### config.mk
export PLATFORM = sky130hd
export DESIGN_NAME = mmu_top
export DESIGN_NICKNAME = d
export VERILOG_FILES = /design/src/rtl/mmu_pkg.sv /design/src/rtl/mmu_pte_check.sv /design/src/rtl/mmu_tlb.sv /design/src/rtl/mmu_top.sv /design/src/rtl/mmu_walker.sv
export SDC_FILE = /design/constraint.sdc
export NUM_CORES = 1
export LEC_CHECK = 0
export ABC_AREA = 1
export BUFFER_PORTS_ARGS = -buffer_cell sky130_fd_sc_hd__buf_4
export CORE_UTILIZATION = 25
export DETAILED_ROUTE_END_ITERATION = 12
export PLACE_DENSITY = 0.42
export SLEW_MARGIN = 20
export SYNTH_ARGS = -nofsm -noshare
export SYNTH_HDL_FRONTEND = slang
export SYNTH_SLANG_ARGS = --single-unit
### constraint.sdc
create_clock -name clk -period 23.6 [get_ports clk]
set_input_delay 3.54 -clock clk [delete_from_list [all_inputs] [get_ports clk]]
set_output_delay 3.54 -clock clk [all_outputs]
set_load 0.03 [all_outputs]
### src/rtl/mmu_pkg.sv
package mmu_pkg;

   ////////////////////////////////////////////////////////////////////////////
   // widths
   ////////////////////////////////////////////////////////////////////////////

   localparam int XLEN  = 32;
   localparam int VPN_W = 20;
   localparam int PPN_W = 22;
   localparam int EXC_W = 5;

   // satp mode bit, 1 selects sv32
   localparam int SATP_MODE = 31;

   // pte flag positions
   localparam int PTE_V = 0;
   localparam int PTE_R = 1;
   localparam int PTE_W = 2;
   localparam int PTE_X = 3;
   localparam int PTE_U = 4;

   // memory request mode
   localparam logic MEM_READ  = 1'b0;
   localparam logic MEM_WRITE = 1'b1;

   typedef logic [XLEN-1:0]  vaddr_t;
   typedef logic [XLEN-1:0]  pte_t;
   typedef logic [VPN_W-1:0] vpn_t;
   typedef logic [PPN_W-1:0] ppn_t;
   typedef logic [XLEN-1:0]  satp_t;
   typedef logic [EXC_W-1:0] exc_code_t;

   typedef enum logic [1:0] {
      PRIV_U = 2'd0,
      PRIV_S = 2'd1,
      PRIV_M = 2'd3
   } priv_t;

   typedef enum logic [1:0] {
      ACC_FETCH,
      ACC_LOAD,
      ACC_STORE
   } access_t;

   typedef enum logic [2:0] {
      S_IDLE,
      S_PTE1,
      S_PTE0,
      S_ACCESS,
      S_RESPOND
   } walk_state_t;

   typedef struct packed {
      logic                mode;
      vaddr_t              addr;
      logic [XLEN-1:0]     wdata;
      logic [XLEN/8-1:0]   wstrb;
   } mem_req_t;

   typedef struct packed {
      logic valid;
      vpn_t tag;
      ppn_t ppn;
   } tlb_entry_t;

   // page fault causes
   localparam exc_code_t EXC_FETCH_PF = 5'd12;
   localparam exc_code_t EXC_LOAD_PF  = 5'd13;
   localparam exc_code_t EXC_STORE_PF = 5'd15;

endpackage

### src/rtl/mmu_pte_check.sv
module mmu_pte_check import mmu_pkg::*; (
   input  pte_t    pte,
   input  logic    level,
   input  access_t access,
   input  priv_t   cpu_mode,
   input  logic    sum,
   input  vaddr_t  vaddr,

   output logic    fault,
   output logic    next_level,
   output ppn_t    leaf_ppn,
   output vaddr_t  next_addr
);

   ppn_t pte_ppn;
   vpn_t vpn;
   logic invalid;
   logic is_leaf;
   logic user_ok;
   logic perm_ok;
   logic misaligned;

   assign pte_ppn = pte[31:10];
   assign vpn = vaddr[31:12];

   // w without r is reserved
   assign invalid = !pte[PTE_V] || (pte[PTE_W] && !pte[PTE_R]);
   assign is_leaf = pte[PTE_R] || pte[PTE_X];

   always_comb begin
      if (pte[PTE_U]) begin
         user_ok = !(cpu_mode == PRIV_S && !sum);
      end else begin
         user_ok = (cpu_mode != PRIV_U);
      end
   end

   always_comb begin
      case (access)
         ACC_FETCH: perm_ok = pte[PTE_X];
         ACC_LOAD:  perm_ok = pte[PTE_R];
         ACC_STORE: perm_ok = pte[PTE_W];
         default:   perm_ok = 1'b0;
      endcase
   end

   // megapage must be 4 MiB aligned
   assign misaligned = level && (pte_ppn[9:0] != '0);

   assign fault = invalid || (is_leaf ? (!user_ok || !perm_ok || misaligned) : !level);
   assign next_level = !invalid && !is_leaf && level;

   // level-0 entry address, top two ppn bits dropped
   assign next_addr = {pte_ppn[19:0], vpn[9:0], 2'b00};

   assign leaf_ppn = level ? {pte_ppn[21:10], vpn[9:0]} : pte_ppn;

endmodule

### src/rtl/mmu_tlb.sv
module mmu_tlb import mmu_pkg::*; #(
   parameter int TLB_ENTRIES = 16
) (
   input  logic clk,
   input  logic rstn,

   input  vpn_t lookup_vpn,
   output logic hit,
   output ppn_t hit_ppn,

   input  logic fill_en,
   input  vpn_t fill_vpn,
   input  ppn_t fill_ppn,

   input  logic flush_en
);

   localparam int IDX_W = (TLB_ENTRIES > 1) ? $clog2(TLB_ENTRIES) : 1;

   tlb_entry_t entries [TLB_ENTRIES];

   logic             fill_present;
   logic [IDX_W-1:0] fill_idx;

   ////////////////////////////////////////////////////////////////////////////
   // lookup
   ////////////////////////////////////////////////////////////////////////////

   // scan downwards so the lowest matching index wins
   always_comb begin
      hit = 1'b0;
      hit_ppn = '0;
      for (int i = TLB_ENTRIES - 1; i >= 0; i--) begin
         if (entries[i].valid && entries[i].tag == lookup_vpn) begin
            hit = 1'b1;
            hit_ppn = entries[i].ppn;
         end
      end
   end

   ////////////////////////////////////////////////////////////////////////////
   // fill slot
   ////////////////////////////////////////////////////////////////////////////

   // lowest free entry; stays 0 when the table is full
   always_comb begin
      fill_present = 1'b0;
      fill_idx = '0;
      for (int i = TLB_ENTRIES - 1; i >= 0; i--) begin
         if (entries[i].valid && entries[i].tag == fill_vpn) begin
            fill_present = 1'b1;
         end
         if (!entries[i].valid) begin
            fill_idx = IDX_W'(i);
         end
      end
   end

   always_ff @(posedge clk) begin
      if (rstn || flush_en) begin
         for (int i = 0; i < TLB_ENTRIES; i++) begin
            entries[i].valid <= 1'b0;
         end
      end else if (fill_en && !fill_present) begin
         entries[fill_idx].valid <= 1'b1;
         entries[fill_idx].tag <= fill_vpn;
         entries[fill_idx].ppn <= fill_ppn;
      end
   end

endmodule

### src/rtl/mmu_top.sv
module mmu_top import mmu_pkg::*; #(
   parameter int TLB_ENTRIES = 16
) (
   input  logic        clk,
   input  logic        rstn,

   input  satp_t       satp,
   input  priv_t       cpu_mode,
   input  logic        sum,

   input  logic        fetch_req_en,
   input  mem_req_t    fetch_req,
   output logic        fetch_resp_en,
   output logic [31:0] fetch_resp_data,

   input  logic        mem_req_en,
   input  mem_req_t    mem_req,
   output logic        mem_resp_en,
   output logic [31:0] mem_resp_data,

   output logic        exc_en,
   output exc_code_t   exc_code,
   output vaddr_t      exc_tval,

   output logic        req_en,
   output mem_req_t    req,
   input  logic        resp_en,
   input  logic [31:0] resp_data,

   input  logic        flush_tlb
);

   vpn_t    lookup_vpn;
   logic    hit;
   ppn_t    hit_ppn;
   logic    fill_en;
   vpn_t    fill_vpn;
   ppn_t    fill_ppn;
   logic    flush_en;

   pte_t    pte;
   logic    level;
   access_t access;
   vaddr_t  vaddr;
   logic    fault;
   logic    next_level;
   ppn_t    leaf_ppn;
   vaddr_t  next_addr;

   mmu_tlb #(
      .TLB_ENTRIES(TLB_ENTRIES)
   ) i_tlb (
      .clk(clk),
      .rstn(rstn),
      .lookup_vpn(lookup_vpn),
      .hit(hit),
      .hit_ppn(hit_ppn),
      .fill_en(fill_en),
      .fill_vpn(fill_vpn),
      .fill_ppn(fill_ppn),
      .flush_en(flush_en)
   );

   mmu_pte_check i_pte_check (
      .pte(pte),
      .level(level),
      .access(access),
      .cpu_mode(cpu_mode),
      .sum(sum),
      .vaddr(vaddr),
      .fault(fault),
      .next_level(next_level),
      .leaf_ppn(leaf_ppn),
      .next_addr(next_addr)
   );

   mmu_walker i_walker (
      .clk(clk),
      .rstn(rstn),
      .satp(satp),
      .cpu_mode(cpu_mode),
      .sum(sum),
      .flush_tlb(flush_tlb),
      .fetch_req_en(fetch_req_en),
      .fetch_req(fetch_req),
      .fetch_resp_en(fetch_resp_en),
      .fetch_resp_data(fetch_resp_data),
      .mem_req_en(mem_req_en),
      .mem_req(mem_req),
      .mem_resp_en(mem_resp_en),
      .mem_resp_data(mem_resp_data),
      .exc_en(exc_en),
      .exc_code(exc_code),
      .exc_tval(exc_tval),
      .req_en(req_en),
      .req(req),
      .resp_en(resp_en),
      .resp_data(resp_data),
      .lookup_vpn(lookup_vpn),
      .hit(hit),
      .hit_ppn(hit_ppn),
      .fill_en(fill_en),
      .fill_vpn(fill_vpn),
      .fill_ppn(fill_ppn),
      .flush_en(flush_en),
      .pte(pte),
      .level(level),
      .access(access),
      .vaddr(vaddr),
      .fault(fault),
      .next_level(next_level),
      .leaf_ppn(leaf_ppn),
      .next_addr(next_addr)
   );

endmodule

### src/rtl/mmu_walker.sv
module mmu_walker import mmu_pkg::*; (
   input  logic        clk,
   input  logic        rstn,

   input  satp_t       satp,
   input  priv_t       cpu_mode,
   input  logic        sum,
   input  logic        flush_tlb,

   input  logic        fetch_req_en,
   input  mem_req_t    fetch_req,
   output logic        fetch_resp_en,
   output logic [31:0] fetch_resp_data,

   input  logic        mem_req_en,
   input  mem_req_t    mem_req,
   output logic        mem_resp_en,
   output logic [31:0] mem_resp_data,

   output logic        exc_en,
   output exc_code_t   exc_code,
   output vaddr_t      exc_tval,

   output logic        req_en,
   output mem_req_t    req,
   input  logic        resp_en,
   input  logic [31:0] resp_data,

   output vpn_t        lookup_vpn,
   input  logic        hit,
   input  ppn_t        hit_ppn,
   output logic        fill_en,
   output vpn_t        fill_vpn,
   output ppn_t        fill_ppn,
   output logic        flush_en,

   output pte_t        pte,
   output logic        level,
   output access_t     access,
   output vaddr_t      vaddr,
   input  logic        fault,
   input  logic        next_level,
   input  ppn_t        leaf_ppn,
   input  vaddr_t      next_addr
);

   walk_state_t state;
   mem_req_t    cur;
   access_t     acc_q;
   logic        from_fetch;
   logic [2:0]  ctx_q;

   mem_req_t    sel_req;
   access_t     sel_acc;
   logic        accept;
   logic        translate;
   logic        tlb_ok;
   logic        pte_state;
   logic        walk_fault;
   logic        issue;
   mem_req_t    issue_req;
   logic        resp_fire;
   logic        resp_to_fetch;
   logic [31:0] resp_word;
   exc_code_t   fault_code;

   ////////////////////////////////////////////////////////////////////////////
   // request selection, fetch first
   ////////////////////////////////////////////////////////////////////////////

   assign sel_req = fetch_req_en ? fetch_req : mem_req;

   always_comb begin
      if (fetch_req_en) begin
         sel_acc = ACC_FETCH;
      end else if (mem_req.mode == MEM_WRITE) begin
         sel_acc = ACC_STORE;
      end else begin
         sel_acc = ACC_LOAD;
      end
   end

   assign accept = (state == S_IDLE) && (fetch_req_en || mem_req_en);
   assign translate = satp[SATP_MODE] && (cpu_mode != PRIV_M);

   // entries hold no permission bits, so a new mode or sum forces a walk
   assign tlb_ok = hit && (ctx_q == {cpu_mode, sum});

   assign lookup_vpn = sel_req.addr[31:12];
   assign flush_en = accept && flush_tlb;

   ////////////////////////////////////////////////////////////////////////////
   // checker and tlb fill
   ////////////////////////////////////////////////////////////////////////////

   assign pte = resp_data;
   assign level = (state == S_PTE1);
   assign access = acc_q;
   assign vaddr = cur.addr;

   assign pte_state = (state == S_PTE1) || (state == S_PTE0);
   assign walk_fault = pte_state && resp_en && fault;

   assign fill_en = pte_state && resp_en && !fault && !next_level;
   assign fill_vpn = cur.addr[31:12];
   assign fill_ppn = leaf_ppn;

   always_comb begin
      case (acc_q)
         ACC_FETCH: fault_code = EXC_FETCH_PF;
         ACC_STORE: fault_code = EXC_STORE_PF;
         default:   fault_code = EXC_LOAD_PF;
      endcase
   end

   // next memory request
   always_comb begin
      issue = 1'b0;
      issue_req = sel_req;
      if (accept && !flush_tlb) begin
         issue = 1'b1;
         if (translate && tlb_ok) begin
            issue_req.addr = {hit_ppn[19:0], sel_req.addr[11:0]};
         end else if (translate) begin
            issue_req = '{mode: MEM_READ,
                          addr: {satp[19:0], sel_req.addr[31:22], 2'b00},
                          wdata: '0,
                          wstrb: '0};
         end
      end else if (pte_state && resp_en && !fault) begin
         issue = 1'b1;
         if (next_level) begin
            issue_req = '{mode: MEM_READ, addr: next_addr, wdata: '0, wstrb: '0};
         end else begin
            issue_req = cur;
            issue_req.addr = {leaf_ppn[19:0], cur.addr[11:0]};
         end
      end
   end

   // response to the requester, zero data on flush or fault
   assign resp_fire = flush_en || walk_fault || (state == S_ACCESS && resp_en);
   assign resp_to_fetch = (state == S_IDLE) ? fetch_req_en : from_fetch;
   assign resp_word = (state == S_ACCESS) ? resp_data : '0;

   ////////////////////////////////////////////////////////////////////////////
   // state machine
   ////////////////////////////////////////////////////////////////////////////

   always_ff @(posedge clk) begin
      if (rstn) begin
         state <= S_IDLE;
         req_en <= 1'b0;
         fetch_resp_en <= 1'b0;
         mem_resp_en <= 1'b0;
         exc_en <= 1'b0;
         ctx_q <= '0;
      end else begin
         req_en <= issue;
         fetch_resp_en <= resp_fire && resp_to_fetch;
         mem_resp_en <= resp_fire && !resp_to_fetch;
         if (accept) begin
            exc_en <= 1'b0;
         end else if (walk_fault) begin
            exc_en <= 1'b1;
         end
         if (accept && translate && !flush_tlb) begin
            ctx_q <= {cpu_mode, sum};
         end
         case (state)
            S_IDLE: begin
               if (accept) begin
                  if (flush_tlb) begin
                     state <= S_RESPOND;
                  end else if (!translate || tlb_ok) begin
                     state <= S_ACCESS;
                  end else begin
                     state <= S_PTE1;
                  end
               end
            end
            S_PTE1, S_PTE0: begin
               if (resp_en) begin
                  if (fault) begin
                     state <= S_RESPOND;
                  end else if (next_level) begin
                     state <= S_PTE0;
                  end else begin
                     state <= S_ACCESS;
                  end
               end
            end
            S_ACCESS: begin
               if (resp_en) begin
                  state <= S_RESPOND;
               end
            end
            default: state <= S_IDLE;
         endcase
      end
   end

   always_ff @(posedge clk) begin
      if (issue) begin
         req <= issue_req;
      end
      if (accept) begin
         cur <= sel_req;
         acc_q <= sel_acc;
         from_fetch <= fetch_req_en;
      end
      if (walk_fault) begin
         exc_code <= fault_code;
         exc_tval <= cur.addr;
      end
      if (resp_fire && resp_to_fetch) begin
         fetch_resp_data <= resp_word;
      end
      if (resp_fire && !resp_to_fetch) begin
         mem_resp_data <= resp_word;
      end
   end

endmodule

### After elaboration in Yosys (flattened, before gate mapping)

Memory sizes are Yosys's and may differ from the RTL's.
Cells that the tools add are included.

| word-level totals | value |
|---|---|
| register bits after elaboration | 252 |
| bits in latches | 0 |
| bits in writable memories | 688 |
| ROM bits | 0 |
| input bits | 211 |
| output and inout bits | 174 |
| word-level logic and storage cells | 249 |
| memories kept | 1 |

Memories:

| memory | words | width | rd ports | clocked after Yosys merged registers in | write ports | RTL line | RTL |
|---|---|---|---|---|---|---|---|
| i_tlb.entries | 16 | 43 | 16 | 0 | 16 | mmu_tlb.sv:20 | `tlb_entry_t entries [TLB_ENTRIES];` |

| operators by class | value |
|---|---|
| add/subtract/negate cells | 0 |
| multiply operators | 0 |
| div/mod/pow operators | 0 |
| $lt $le $gt $ge | 0 |
| eq/ne operators | 43 |
| shifts and indexed selects | 0 |
| multiplexer cells | 98 |
| bitwise gates (word level) | 0 |
| reductions and logical operators | 87 |

Operator list:

| operator | number |
|---|---|
| $eq 20x20->1 | 32 |
| $mux 69 | 5 |
| $mux 20 | 16 |
| $mux 4 | 17 |
| $mux 32 | 2 |
| $logic_and 1x1->1 | 53 |
| $mux 1 | 44 |
| $mux 43 | 1 |
| $reduce_or 43->1 | 1 |
| $mux 36 | 1 |
| $logic_not 1->1 | 15 |
| $mux 3 | 5 |
| $logic_or 1x1->1 | 11 |
| $mux 10 | 1 |
| $reduce_bool 10->1 | 1 |
| $pmux 3 s3 | 1 |
| $eq 3x2->1 const B | 2 |
| $mux 2 | 3 |
| $ne 2x2->1 const B | 3 |
| $eq 2x1->1 const B | 2 |
| $pmux 2 s2 | 1 |
| $reduce_or 2->1 | 2 |
| $eq 3x1->1 const B | 1 |
| $eq 3x3->1 | 1 |
| 7 further kinds | 7 |

### Logic depth before layout (Yosys ltp)

Gate-level depths: netlist (run 1).
An unclocked memory read counts as a cell.

| depth | value |
|---|---|
| word-level depth | 26 |
| depth in mapped cells | 34 |
| gate-level depth less buffers | 30 |

### Modules after synthesis

From an unflattened synthesis (run 1), not the netlist that was laid out.

| unflattened totals | value |
|---|---|
| cells, all modules | 4492 |
| area total of the unflattened synthesis | 45610.0 um^2 |

By module, submodules not included:

| module | instances | cells an instance | area each (um^2) | sequential area each (um^2) |
|---|---|---|---|---|
| mmu_tlb | 1 | 3201 | 33318.2 | 20499.7 |
| mmu_walker | 1 | 1185 | 11680.0 | 7377.1 |
| mmu_pte_check | 1 | 106 | 611.8 | 0.0 |

### Worst setup path after synthesis (run 1)

Ideal clock, no wire load.

| timing path | value |
|---|---|
| path kind | input to register |
| start | input fetch_req_en |
| end | register i_walker.req[0] (netlist name) |
| setup time | 0.461 ns |
| arrival | 9.699 ns |
| data required time | 23.139 ns |
| slack | 13.440 ns |
| stages | 10 |
| path buffers | 4 |
| cells stage by stage | buf_6 > buf_6 > buf_6 > nor2_1 > nor2_1 > inv_1 > nor2_1 > nor2_1 > inv_1 > clkbuf_1 |

| between the ends | value |
|---|---|
| word-level cells in the longest chain between the ends | 4 |

Ends and longest elaborated chain:

| element | RTL line | RTL |
|---|---|---|
| start, declared | mmu_top.sv:11 | `input logic fetch_req_en,` |
| $logic_or 1x1->1 | mmu_walker.sv:83 | `assign accept = (state == S_IDLE) && (fetch_req_en \|\| mem_req_en);` |
| $logic_and 1x1->1 | mmu_walker.sv:83 |  |
| net i_walker.accept | mmu_walker.sv:55 | `logic accept;` |
| $logic_and 1x1->1 | mmu_walker.sv:120 | `if (accept && !flush_tlb) begin` |
| $mux 1 | mmu_walker.sv:120 |  |
| net i_walker.issue | mmu_walker.sv:60 | `logic issue;` |

The timed path passes the listed nets, and every way through them passes these cells.
A chain may end at the register's enable or synchronous reset.

==> results of run 1 <==
layout make-up:
cell class | count | area [sq um]
well taps | 2295 | 2872
flip-flops and latches | 905 | 26920
repair buffers | 479 | 3616
multi-input cells | 2769 | 13860
clock buffers | 118 | 2557
inverters | 373 | 1408
diodes | 6 | 15.01
clock inverters | 61 | 615.6
fillers | 17550 | 118400
layout by cell type, fill, tap and decap left out, drive strengths merged, types with 2 or more instances in the layout:
master,n
a2111oi,3
a211oi,21
a21oi,174
a221o,2
a221oi,45
a22o,2
and3,5
buf,479
bufinv,11
clkbuf,118
clkinv,47
clkinvlp,6
conb,3
dfxtp,26
diode,6
edfxtp,879
inv,370
nand2,1167
nand3,78
nand4,42
nor2,515
nor3,9
nor4,59
nor4b,3
o2111a,2
o2111ai,21
o211ai,26
o21ai,129
o22ai,241
or2,3
or4,7
xnor2,59
xor2,147
registers in the layout (all words and copies together) (netlist names), 2 cells and up:
register / flops
i_tlb.entries: 656
i_walker.access: 2
i_walker.ctx_q: 3
i_walker.cur: 37
i_walker.exc_code: 2
i_walker.exc_tval: 32
i_walker.fetch_resp_data: 32
i_walker.mem_resp_data: 32
i_walker.req: 69
i_walker.state: 3
i_walker.vaddr: 32
where the power goes:
group / total [mW] / switching [mW] / internal (mW)
combinational: 0.725 / 0.552 / 0.174
clock: 1.56 / 0.670 / 0.892
sequential: 1.90 / 0.0200 / 1.88
total: 4.19 / 1.24 / 2.95
cell usage after synthesis (2+ instances only):
master,count
sky130_fd_sc_hd__or2_2,3
sky130_fd_sc_hd__a2111oi_0,3
sky130_fd_sc_hd__nor2_2,6
sky130_fd_sc_hd__a221o_1,2
sky130_fd_sc_hd__buf_6,14
sky130_fd_sc_hd__o21ai_0,114
sky130_fd_sc_hd__xnor2_1,59
sky130_fd_sc_hd__a221oi_1,42
sky130_fd_sc_hd__nand3_2,9
sky130_fd_sc_hd__a22o_1,2
sky130_fd_sc_hd__a221oi_2,3
sky130_fd_sc_hd__nor4b_2,2
sky130_fd_sc_hd__inv_2,4
sky130_fd_sc_hd__nand2_4,3
sky130_fd_sc_hd__o22ai_1,241
sky130_fd_sc_hd__o21ai_1,11
sky130_fd_sc_hd__edfxtp_1,879
sky130_fd_sc_hd__o21ai_2,4
sky130_fd_sc_hd__clkinv_1,7
sky130_fd_sc_hd__nor3_1,9
sky130_fd_sc_hd__nor2_1,505
sky130_fd_sc_hd__o211ai_1,26
sky130_fd_sc_hd__or4_1,7
sky130_fd_sc_hd__nor4_1,58
sky130_fd_sc_hd__a21oi_1,174
sky130_fd_sc_hd__xor2_1,147
sky130_fd_sc_hd__nand2_2,30
sky130_fd_sc_hd__and3_1,5
sky130_fd_sc_hd__o2111a_1,2
sky130_fd_sc_hd__o2111ai_1,21
sky130_fd_sc_hd__nand4_1,42
sky130_fd_sc_hd__buf_1,14
sky130_fd_sc_hd__buf_2,49
sky130_fd_sc_hd__nand3_1,68
sky130_fd_sc_hd__conb_1,2
sky130_fd_sc_hd__clkbuf_1,100
sky130_fd_sc_hd__nor2_4,3
sky130_fd_sc_hd__buf_4,31
sky130_fd_sc_hd__a211oi_1,21
sky130_fd_sc_hd__dfxtp_1,26
sky130_fd_sc_hd__inv_1,361
sky130_fd_sc_hd__nand2_1,1134
critical path: stages:
cell and delay, ns:
sky130_fd_sc_hd__buf_4 0.50, sky130_fd_sc_hd__inv_6 0.40, sky130_fd_sc_hd__nand2_1 0.22, sky130_fd_sc_hd__nand2_2 0.58, sky130_fd_sc_hd__nand2_1 0.22, sky130_fd_sc_hd__nand2_1 0.11, sky130_fd_sc_hd__nor2_1 0.10, sky130_fd_sc_hd__nand2_1 0.08
sky130_fd_sc_hd__nor2_2 0.49, sky130_fd_sc_hd__nand3_4 0.55, sky130_fd_sc_hd__nand2_1 0.20, sky130_fd_sc_hd__nor2_1 0.05, sky130_fd_sc_hd__nand4_1 0.26, sky130_fd_sc_hd__nand2_1 0.11, sky130_fd_sc_hd__nand2_2 0.39, sky130_fd_sc_hd__inv_2 0.36
sky130_fd_sc_hd__o21ai_4 0.21, sky130_fd_sc_hd__buf_4 0.43, sky130_fd_sc_hd__nand2_1 0.10, sky130_fd_sc_hd__nand2_1 0.10
routing by layer:
| layer | global-route usage [%] | part of all wire (%) | vias to the layer above |
|---|---|---|---|
| li1 | - | - | 15400 |
| met1 | 25.25 | 42 | 16360 |
| met2 | 31.50 | 45 | 1591 |
| met3 | 3.557 | 8.0 | 371 |
| met4 | 9.266 | 4.8 | 6 |
| met5 | 0 | 0.024 | - |
kinds of logic (layout without fill, tap and decap cells):
| family | Yosys count | after routing |
|---|---|---|
| flip-flops | 905 | 905 |
| other | 2 | 9 |
| buffers and inverters | 581 | 1031 |
| AO/OA/AOI/OAI | 670 | 670 |
| XOR/XNOR | 206 | 206 |
| AND/OR/NAND/NOR | 1890 | 1890 |
worst min path at each step:
| stage | from | to | slack, ns | cells past startpoint |
|---|---|---|---|---|
| global placement | i_walker.vaddr[0] | i_walker.exc_tval[0] | 0.43 | 0 |
| finish | i_walker.vaddr[10] | i_walker.exc_tval[10] | 0.45 | 0 |
| detailed placement | i_walker.vaddr[9] | i_walker.exc_tval[9] | 0.43 | 0 |
| CTS | i_walker.vaddr[9] | i_walker.exc_tval[9] | 0.45 | 0 |
| floorplan | i_walker.vaddr[0] | i_walker.exc_tval[0] | 0.43 | 0 |
| global route | i_walker.vaddr[10] | i_walker.exc_tval[10] | 0.46 | 0 |
per-stage QoR:
| step | instances | hold WS [ns] | total power, mW |
|---|---|---|---|
| floorplan | 4255 | 0.4268 | 2.291 |
| global placement | 6820 | 0.4309 | 2.651 |
| detailed placement | 6820 | 0.4349 | 2.653 |
| CTS | 6999 | 0.4473 | 4.223 |
| global route | 7002 | 0.4591 | 4.314 |
| finish | 7006 | 0.4499 | 4.192 |
==> results.txt, run 1 <==
- Total Negative Setup Slacks: 0 ns
- Worst setup skew after layout: 0.03238 ns
- Number of cells produced by synthesis: 4254
- The worst register-to-register path has a setup slack of 18.45 ns.
- Asr flop ratio synth: 0%
- Post-cts hold buffer count: 0
* RR Startpoint: i_walker.vaddr[18]
* Final HPWL DP: 109100 um
* Clock latency reported for the late side of the worst-skew pair: 0.72 ns
- For this run, the top clock speed supported by timing is 116.9 MHz.
- For this block, the via count after detailed routing is 33730.
* Dpl ws: 14.17 ns
- The synthesized netlist devotes 0% of its cell area to adder and majority cells.
- IO Count: 385
- Distinct cell type count of the synthesized netlist: 53
* Startpoint types: input pin
* Signed area change from the synthesized netlist to the final layout: 20.45%
- The first detailed-routing pass took 6 iterations.
- Of the total synthesized cell area, the portion taken by XOR and XNOR cells is 4.190%.
* Die extent in x: 417 um
- Count of pins over their slew limit: 0
- Measured against its own limit, the worst slew margin works out to 19.56%.
- The portion of synthesized area spent on multiplexers is 0%.
- For this run, design rule violations remaining after detail routing come to 0.
* Number of antenna violations at the first check in global routing: 8
* Setup repair after global routing missed its margin: false
- Power per Cell Area: 80.83 nW/um^2
- Ys flop type: sky130_fd_sc_hd__edfxtp_1
- Most area-consuming cells after synthesis: sky130_fd_sc_hd__edfxtp_1, sky130_fd_sc_hd__nand2_1, sky130_fd_sc_hd__nor2_1, sky130_fd_sc_hd__o22ai_1, sky130_fd_sc_hd__inv_1
- TritonCTS built the clock tree.
- Main combinational cell family by area after synthesis: simple AND/OR/NAND/NOR gates
- Max-cap violations in this run came to 0.
* Crit-path max FO: 87
* Worst-margin pin slew: 1.205 ns
- In this run the worst setup path terminates at i_walker.req[13].
* Number of flops mapped to enable cells by yosys: 879
- Fin. Hold Viols: 0
- Sequential fraction of the synthesis area: 62.51%
- Counting along the longest clock path gives a buffer depth of 3.
* Sink Count: 905
- Gates resized during post-CTS repair numbered 0.
* Final layout net count: 4836
- Setup violations remaining at the end of the flow were counted as 0.
- Post-layout min period: 8.553 ns
- Across every metal layer, demand over resource in global routing totals 19.53%.
* Final Routed Wirelength: 174100 um
- Measured along the y axis, the die boundary spans 417 um.
- The count of buffers added on input and output ports is 370.
- Global-route congestion overflow total: 0
- Vias in the first global route: 32530
- Post-synthesis area per instance: 10.12 sq um
- Num CTS Buffers: 97
- Measured in cells, the most critical reg-to-reg path has a length of 13.
* Starting utilization of the core area: 25.29%
- Tracing the worst setup path back leads to its startpoint at fetch_req_en.
* Layout cells sized above 1: 15.32%
- After the first detailed-routing iteration, the DRC count stood at 3425.
* Arrival time of the worst setup path: 9.13 ns
* Synthesized area: 43060 sq um
- Total Die Area: 173900 sq um
- Setup slack on the critical path of the routed design comes to 15.05 ns.
- Clock-pin slew on the worst setup and hold paths: 0.06 ns
- Vias per cell: 4.815
* Total core area: 170200 sq um
- Setup CP Type: in -> reg
- Required time of the critical path: 24.18 ns
- Post-synth top area share: 61.30%
* Endpoint of the worst-slack reg-to-reg timing path: i_tlb.entries[10][11]
- The tree is rooted in a sky130_fd_sc_hd__clkbuf_16.
- Routability-driven placement finished with a final weighted congestion of 0.9096.
- Result of the run: completed
* Global-route wire length before repair: 244800 um
- Placement row count: 151
* Path class of the lowest-slack min-delay path: reg -> reg
- Final ANT Viol Nets: 0
- The worst-case IR drop observed on VDD is 0.04756 mV.
* Post-route core utilization: 30.46%
- Entering global routing, the biggest net connects 88 pins.
* CTS H-tree lvls: 3
* Post-Place Cell Area: 48640 sq um
- Of the total synthesized cell area, the portion taken by AND, OR, NAND and NOR gates is 18.01%.
- Post-DR wirelength/cell: 24.86 um
- After clock tree synthesis, the setup repair step added 0 buffers.
* Critical Path Sink Type: flop
* Yosys warning count: 0
* Area of all placed cells without fillers: 51860 sq um
- The analysis attributes to cell leakage a power of 20.26 nW.
- Most area-hungry cell type in the Yosys netlist: sky130_fd_sc_hd__edfxtp_1
* Compound-gate portion of the synthesized area: 9.540%
- In the finished design, the share of the clock period the worst path needs comes to 36.24%.
- After synthesis the netlist holds a flip-flop and latch count of 905.
(Power assumes the default switching activity.)
==> run 2, diff against run 1 <==
--- a/config.mk
+++ b/config.mk
@@ -9,7 +9,7 @@
 export BUFFER_PORTS_ARGS = -buffer_cell sky130_fd_sc_hd__buf_4
 export CORE_UTILIZATION = 25
 export DETAILED_ROUTE_END_ITERATION = 12
-export PLACE_DENSITY = 0.42
+export PLACE_DENSITY = 0.44
 export SLEW_MARGIN = 20
 export SYNTH_ARGS = -nofsm -noshare
 export SYNTH_HDL_FRONTEND = slang
==> constraint.sdc (replaced) <==
create_clock -name clk -period 7 [get_ports clk]
set_input_delay 1.05 -clock clk [delete_from_list [all_inputs] [get_ports clk]]
set_output_delay 1.05 -clock clk [all_outputs]
set_load 0.03 [all_outputs]
==> run 2 against run 1 <==
Worst setup slack lost 13 ns. Via count is 0.76% higher. Combinational power rose to 3.4 times the previous value. Register-to-register slack got worse by 16 ns. Final area increased by 0.60%. Worst hold slack about the same. Non-clock buffer count up 23. Critical path depth fell by 2. Largest cell class unchanged.
==> results.txt, run 2 (synthesized netlist as in run 1, its figures left out) <==
* Result of the run: completed
- The clock transition time at the flip-flop clock pins of the worst setup and hold paths was 0.06 ns (about the same).
- Buffer type at the clock tree root: sky130_fd_sc_hd__clkbuf_16
- Cell count after placement: 6844 (+0.35%)
- The maximum number of pins on one net before global-route repair is 74 (-16%).
- Count of pins over their slew limit: 0 (unchanged)
- In this run the most critical hold path is launched from i_walker.vaddr[1].
- Total power: 14.35 mW (+240%)
* Port-buffer cells: 370 (unchanged)
- Worst setup skew after layout: 0.02678 ns (-0.005607 ns)
- Setup Viol. Count Final: 0 (unchanged)
- Num CTS Buffers: 97 (unchanged)
* Signed area change from the synthesized netlist to the final layout: 21.17%
- IO Count: 385 (unchanged)
- The total power per unit cell area is 275.0 nW/um^2 (+240%).
- The maximum clock insertion buffer count came to 3 (unchanged).
- Final ANT Viol Nets: 0 (unchanged)
- The number of flip-flops under the largest register name was 656 (unchanged).
* Largest registers: i_tlb.entries: 656 flops, i_walker.req: 69 flops, i_walker.cur: 37 flops
* Clock latency reported for the late side of the worst-skew pair: 0.73 ns (about the same)
* Final HPWL DP: 116300 um (+6.6%)
- The starting density of the core came to 25.29% (unchanged).
* Layout Cells excl Fill: 7030 (+0.34%)
- The worst hold path terminates at i_walker.exc_tval[1].
- The routed wire length came to 175000 um (+0.47%).
- Vias per cell: 4.835 (+0.42%)
- The post-detailed-route DRC marker count was 0 (unchanged).
- Global-route wire length before repair: 245400 um (+0.21%)
- Fin. Hold Viols: 0 (unchanged)
- Vias in the first global route: 32780 (+0.75%)
- Total Die Area: 173900 sq um (unchanged)
* CTS tree: built
* Worst-margin pin slew: 1.274 ns (+0.06831 ns)
- For this run, the top clock speed supported by timing is 187.1 MHz.
* Total number of vias: 33990 (+0.76%)
- Buffers inserted during post-CTS setup optimization: 0 (unchanged)
- Final layout net count: 4859 (+0.48%)
* Post-layout min period: 5.344 ns
- The overall overflow remaining after global route came to 0 (unchanged).
* Setup CP Type: in -> reg
* Die boundary height: 417 um (unchanged)
- Most common cell after layout, fill and taps aside: sky130_fd_sc_hd__nand2_1
* Die extent in x: 417 um (unchanged)
- The tightest min-delay check is of the reg -> reg type.
- Crit-path max FO: 47 (-46%)
- The number of hold buffers added after CTS was 0 (unchanged).
- The number of antenna violations at the first check in global routing is 14 (+6).
* Sink Count: 905 (unchanged)
- The number of levels the H-tree was split into is 3 (unchanged).
* Max-cap check violation count: 0 (unchanged)
- The post-CTS resize count is 0 (unchanged).
- DRC marker count from the first detailed-route iteration: 3175 (-7.3%)
- Counting flops per register, the top entry is i_tlb.entries.
* Depth of the worst hold-timing path: 0 (unchanged)
- The endpoint arrival time on the critical path was 5.91 ns (-3.22 ns).
- Layout cells sized above 1: 15.64% (+0.32 points)
- The tightest slew margin relative to the limit came to 14.89% (-4.7 points).
- Total leakage power: 20.44 nW (+0.88%)
- The global placement routability congestion was 0.9281 (+2.0%).
- Commonest cells after routing, fill and taps aside: sky130_fd_sc_hd__nand2_1, sky130_fd_sc_hd__edfxtp_1, sky130_fd_sc_hd__buf_4
- Maximum ir drop on the vdd rail: 0.1993 mV (+320%)
* Critical Path Sink Type: flop
* RR Startpoint: i_walker.vaddr[23]
- Worst reg-to-reg setup slack: 2.03 ns (-16.42 ns)
- GRT Overall Usage: 19.60% (+0.063 points)
- The required time of the critical path was 7.57 ns (-16.61 ns).
- In the finished design, the share of the clock period the worst path needs comes to 76.35%.
* Total core area: 170200 sq um (unchanged)
- Setup repair after global routing missed its margin: false
* Post-DR wirelength/cell: 24.89 um (+0.13%)
- The endpoint identified for the worst register-to-register timing path is i_tlb.entries[14][16].
- STA classifies the critical path startpoint as an input pin.
* Pre-Repair DR Iteration Count: 6 (unchanged)
- The number of cells on the worst reg-to-reg path came to 12 (-1).
- The summed negative setup slack over all endpoints was 0 ns (unchanged).
- Placement row count: 151 (unchanged)
run 2: critical path: stages:
cell                      delay [ns]
sky130_fd_sc_hd__buf_4          0.44
sky130_fd_sc_hd__inv_6          0.25
sky130_fd_sc_hd__nand2_1        0.12
sky130_fd_sc_hd__nand2_1        0.74
sky130_fd_sc_hd__buf_4          0.45
sky130_fd_sc_hd__a221o_1        0.34
sky130_fd_sc_hd__nor4_1         0.25
sky130_fd_sc_hd__nand3_1        0.43
sky130_fd_sc_hd__nand2_1        0.16
sky130_fd_sc_hd__nor2_1         0.06
sky130_fd_sc_hd__nand4_1        0.24
sky130_fd_sc_hd__nand2_1        0.11
sky130_fd_sc_hd__nand2_2        0.09
sky130_fd_sc_hd__inv_2          0.21
sky130_fd_sc_hd__o21ai_4        0.19
sky130_fd_sc_hd__buf_4          0.43
sky130_fd_sc_hd__nand2_1        0.09
sky130_fd_sc_hd__nand2_1        0.12
run 2: layer usage:
metal / share of wire (%) / vias to the layer above / track usage (%) / wire (um)
met5: 0.058 / - / 0 / 101
met4: 5.5 / 18 / 10.43 / 9593
li1: - / 15450 / - / -
met2: 45 / 1647 / 31.37 / 79350
met1: 41 / 16460 / 24.97 / 71420
met3: 8.3 / 412 / 3.775 / 14500
run 2: cell type report:
cell class | count | area, sq um
fill | 17570 | 118100
sequential | 905 | 26920
multi-input combinational | 2769 | 13860
timing repair buffer | 502 | 3819
tap | 2295 | 2872
clock buffer | 122 | 2552
inverter | 373 | 1408
clock inverter | 60 | 735.7
antenna | 4 | 10.01
run 2: how the worst max path moves through the flow:
stage | from | endpoint | slack (ns) | depth (start not counted)
final | fetch_req_en | i_walker.req[20] | 1.66 | 18
after global routing | fetch_req_en | i_walker.req[56] | 1.43 | 31
after CTS | fetch_req_en | i_walker.req[20] | 1.82 | 18
after detailed placement | fetch_req_en | i_walker.req[20] | 1.05 | 18
after global placement | fetch_req_en | i_walker.req[20] | 1.06 | 18
after floorplan | fetch_req_en | i_walker.req[0] | 0.56 | 10
run 2: metrics by stage:
stage | cell area (sq um) | hold WS [ns] | setup WS, ns | utilization [%]
floorplan | 43060 | 0.4268 | 0.5599 | -
global placement | 48870 | 0.4332 | 1.056 | 28.71
detailed placement | 48870 | 0.4345 | 1.049 | 28.71
CTS | 52160 | 0.4484 | 1.821 | 30.64
global route | 52170 | 0.4697 | 1.427 | 30.65
finish | 52170 | 0.4496 | 1.656 | 30.65
run 2: where the power goes:
part / leakage, nW / switching, mW / internal, mW / total [mW]
logic: 10.6 / 1.86 / 0.596 / 2.45
registers: 8.26 / 0.0889 / 6.35 / 6.44
clock network: 1.59 / 2.27 / 3.18 / 5.45
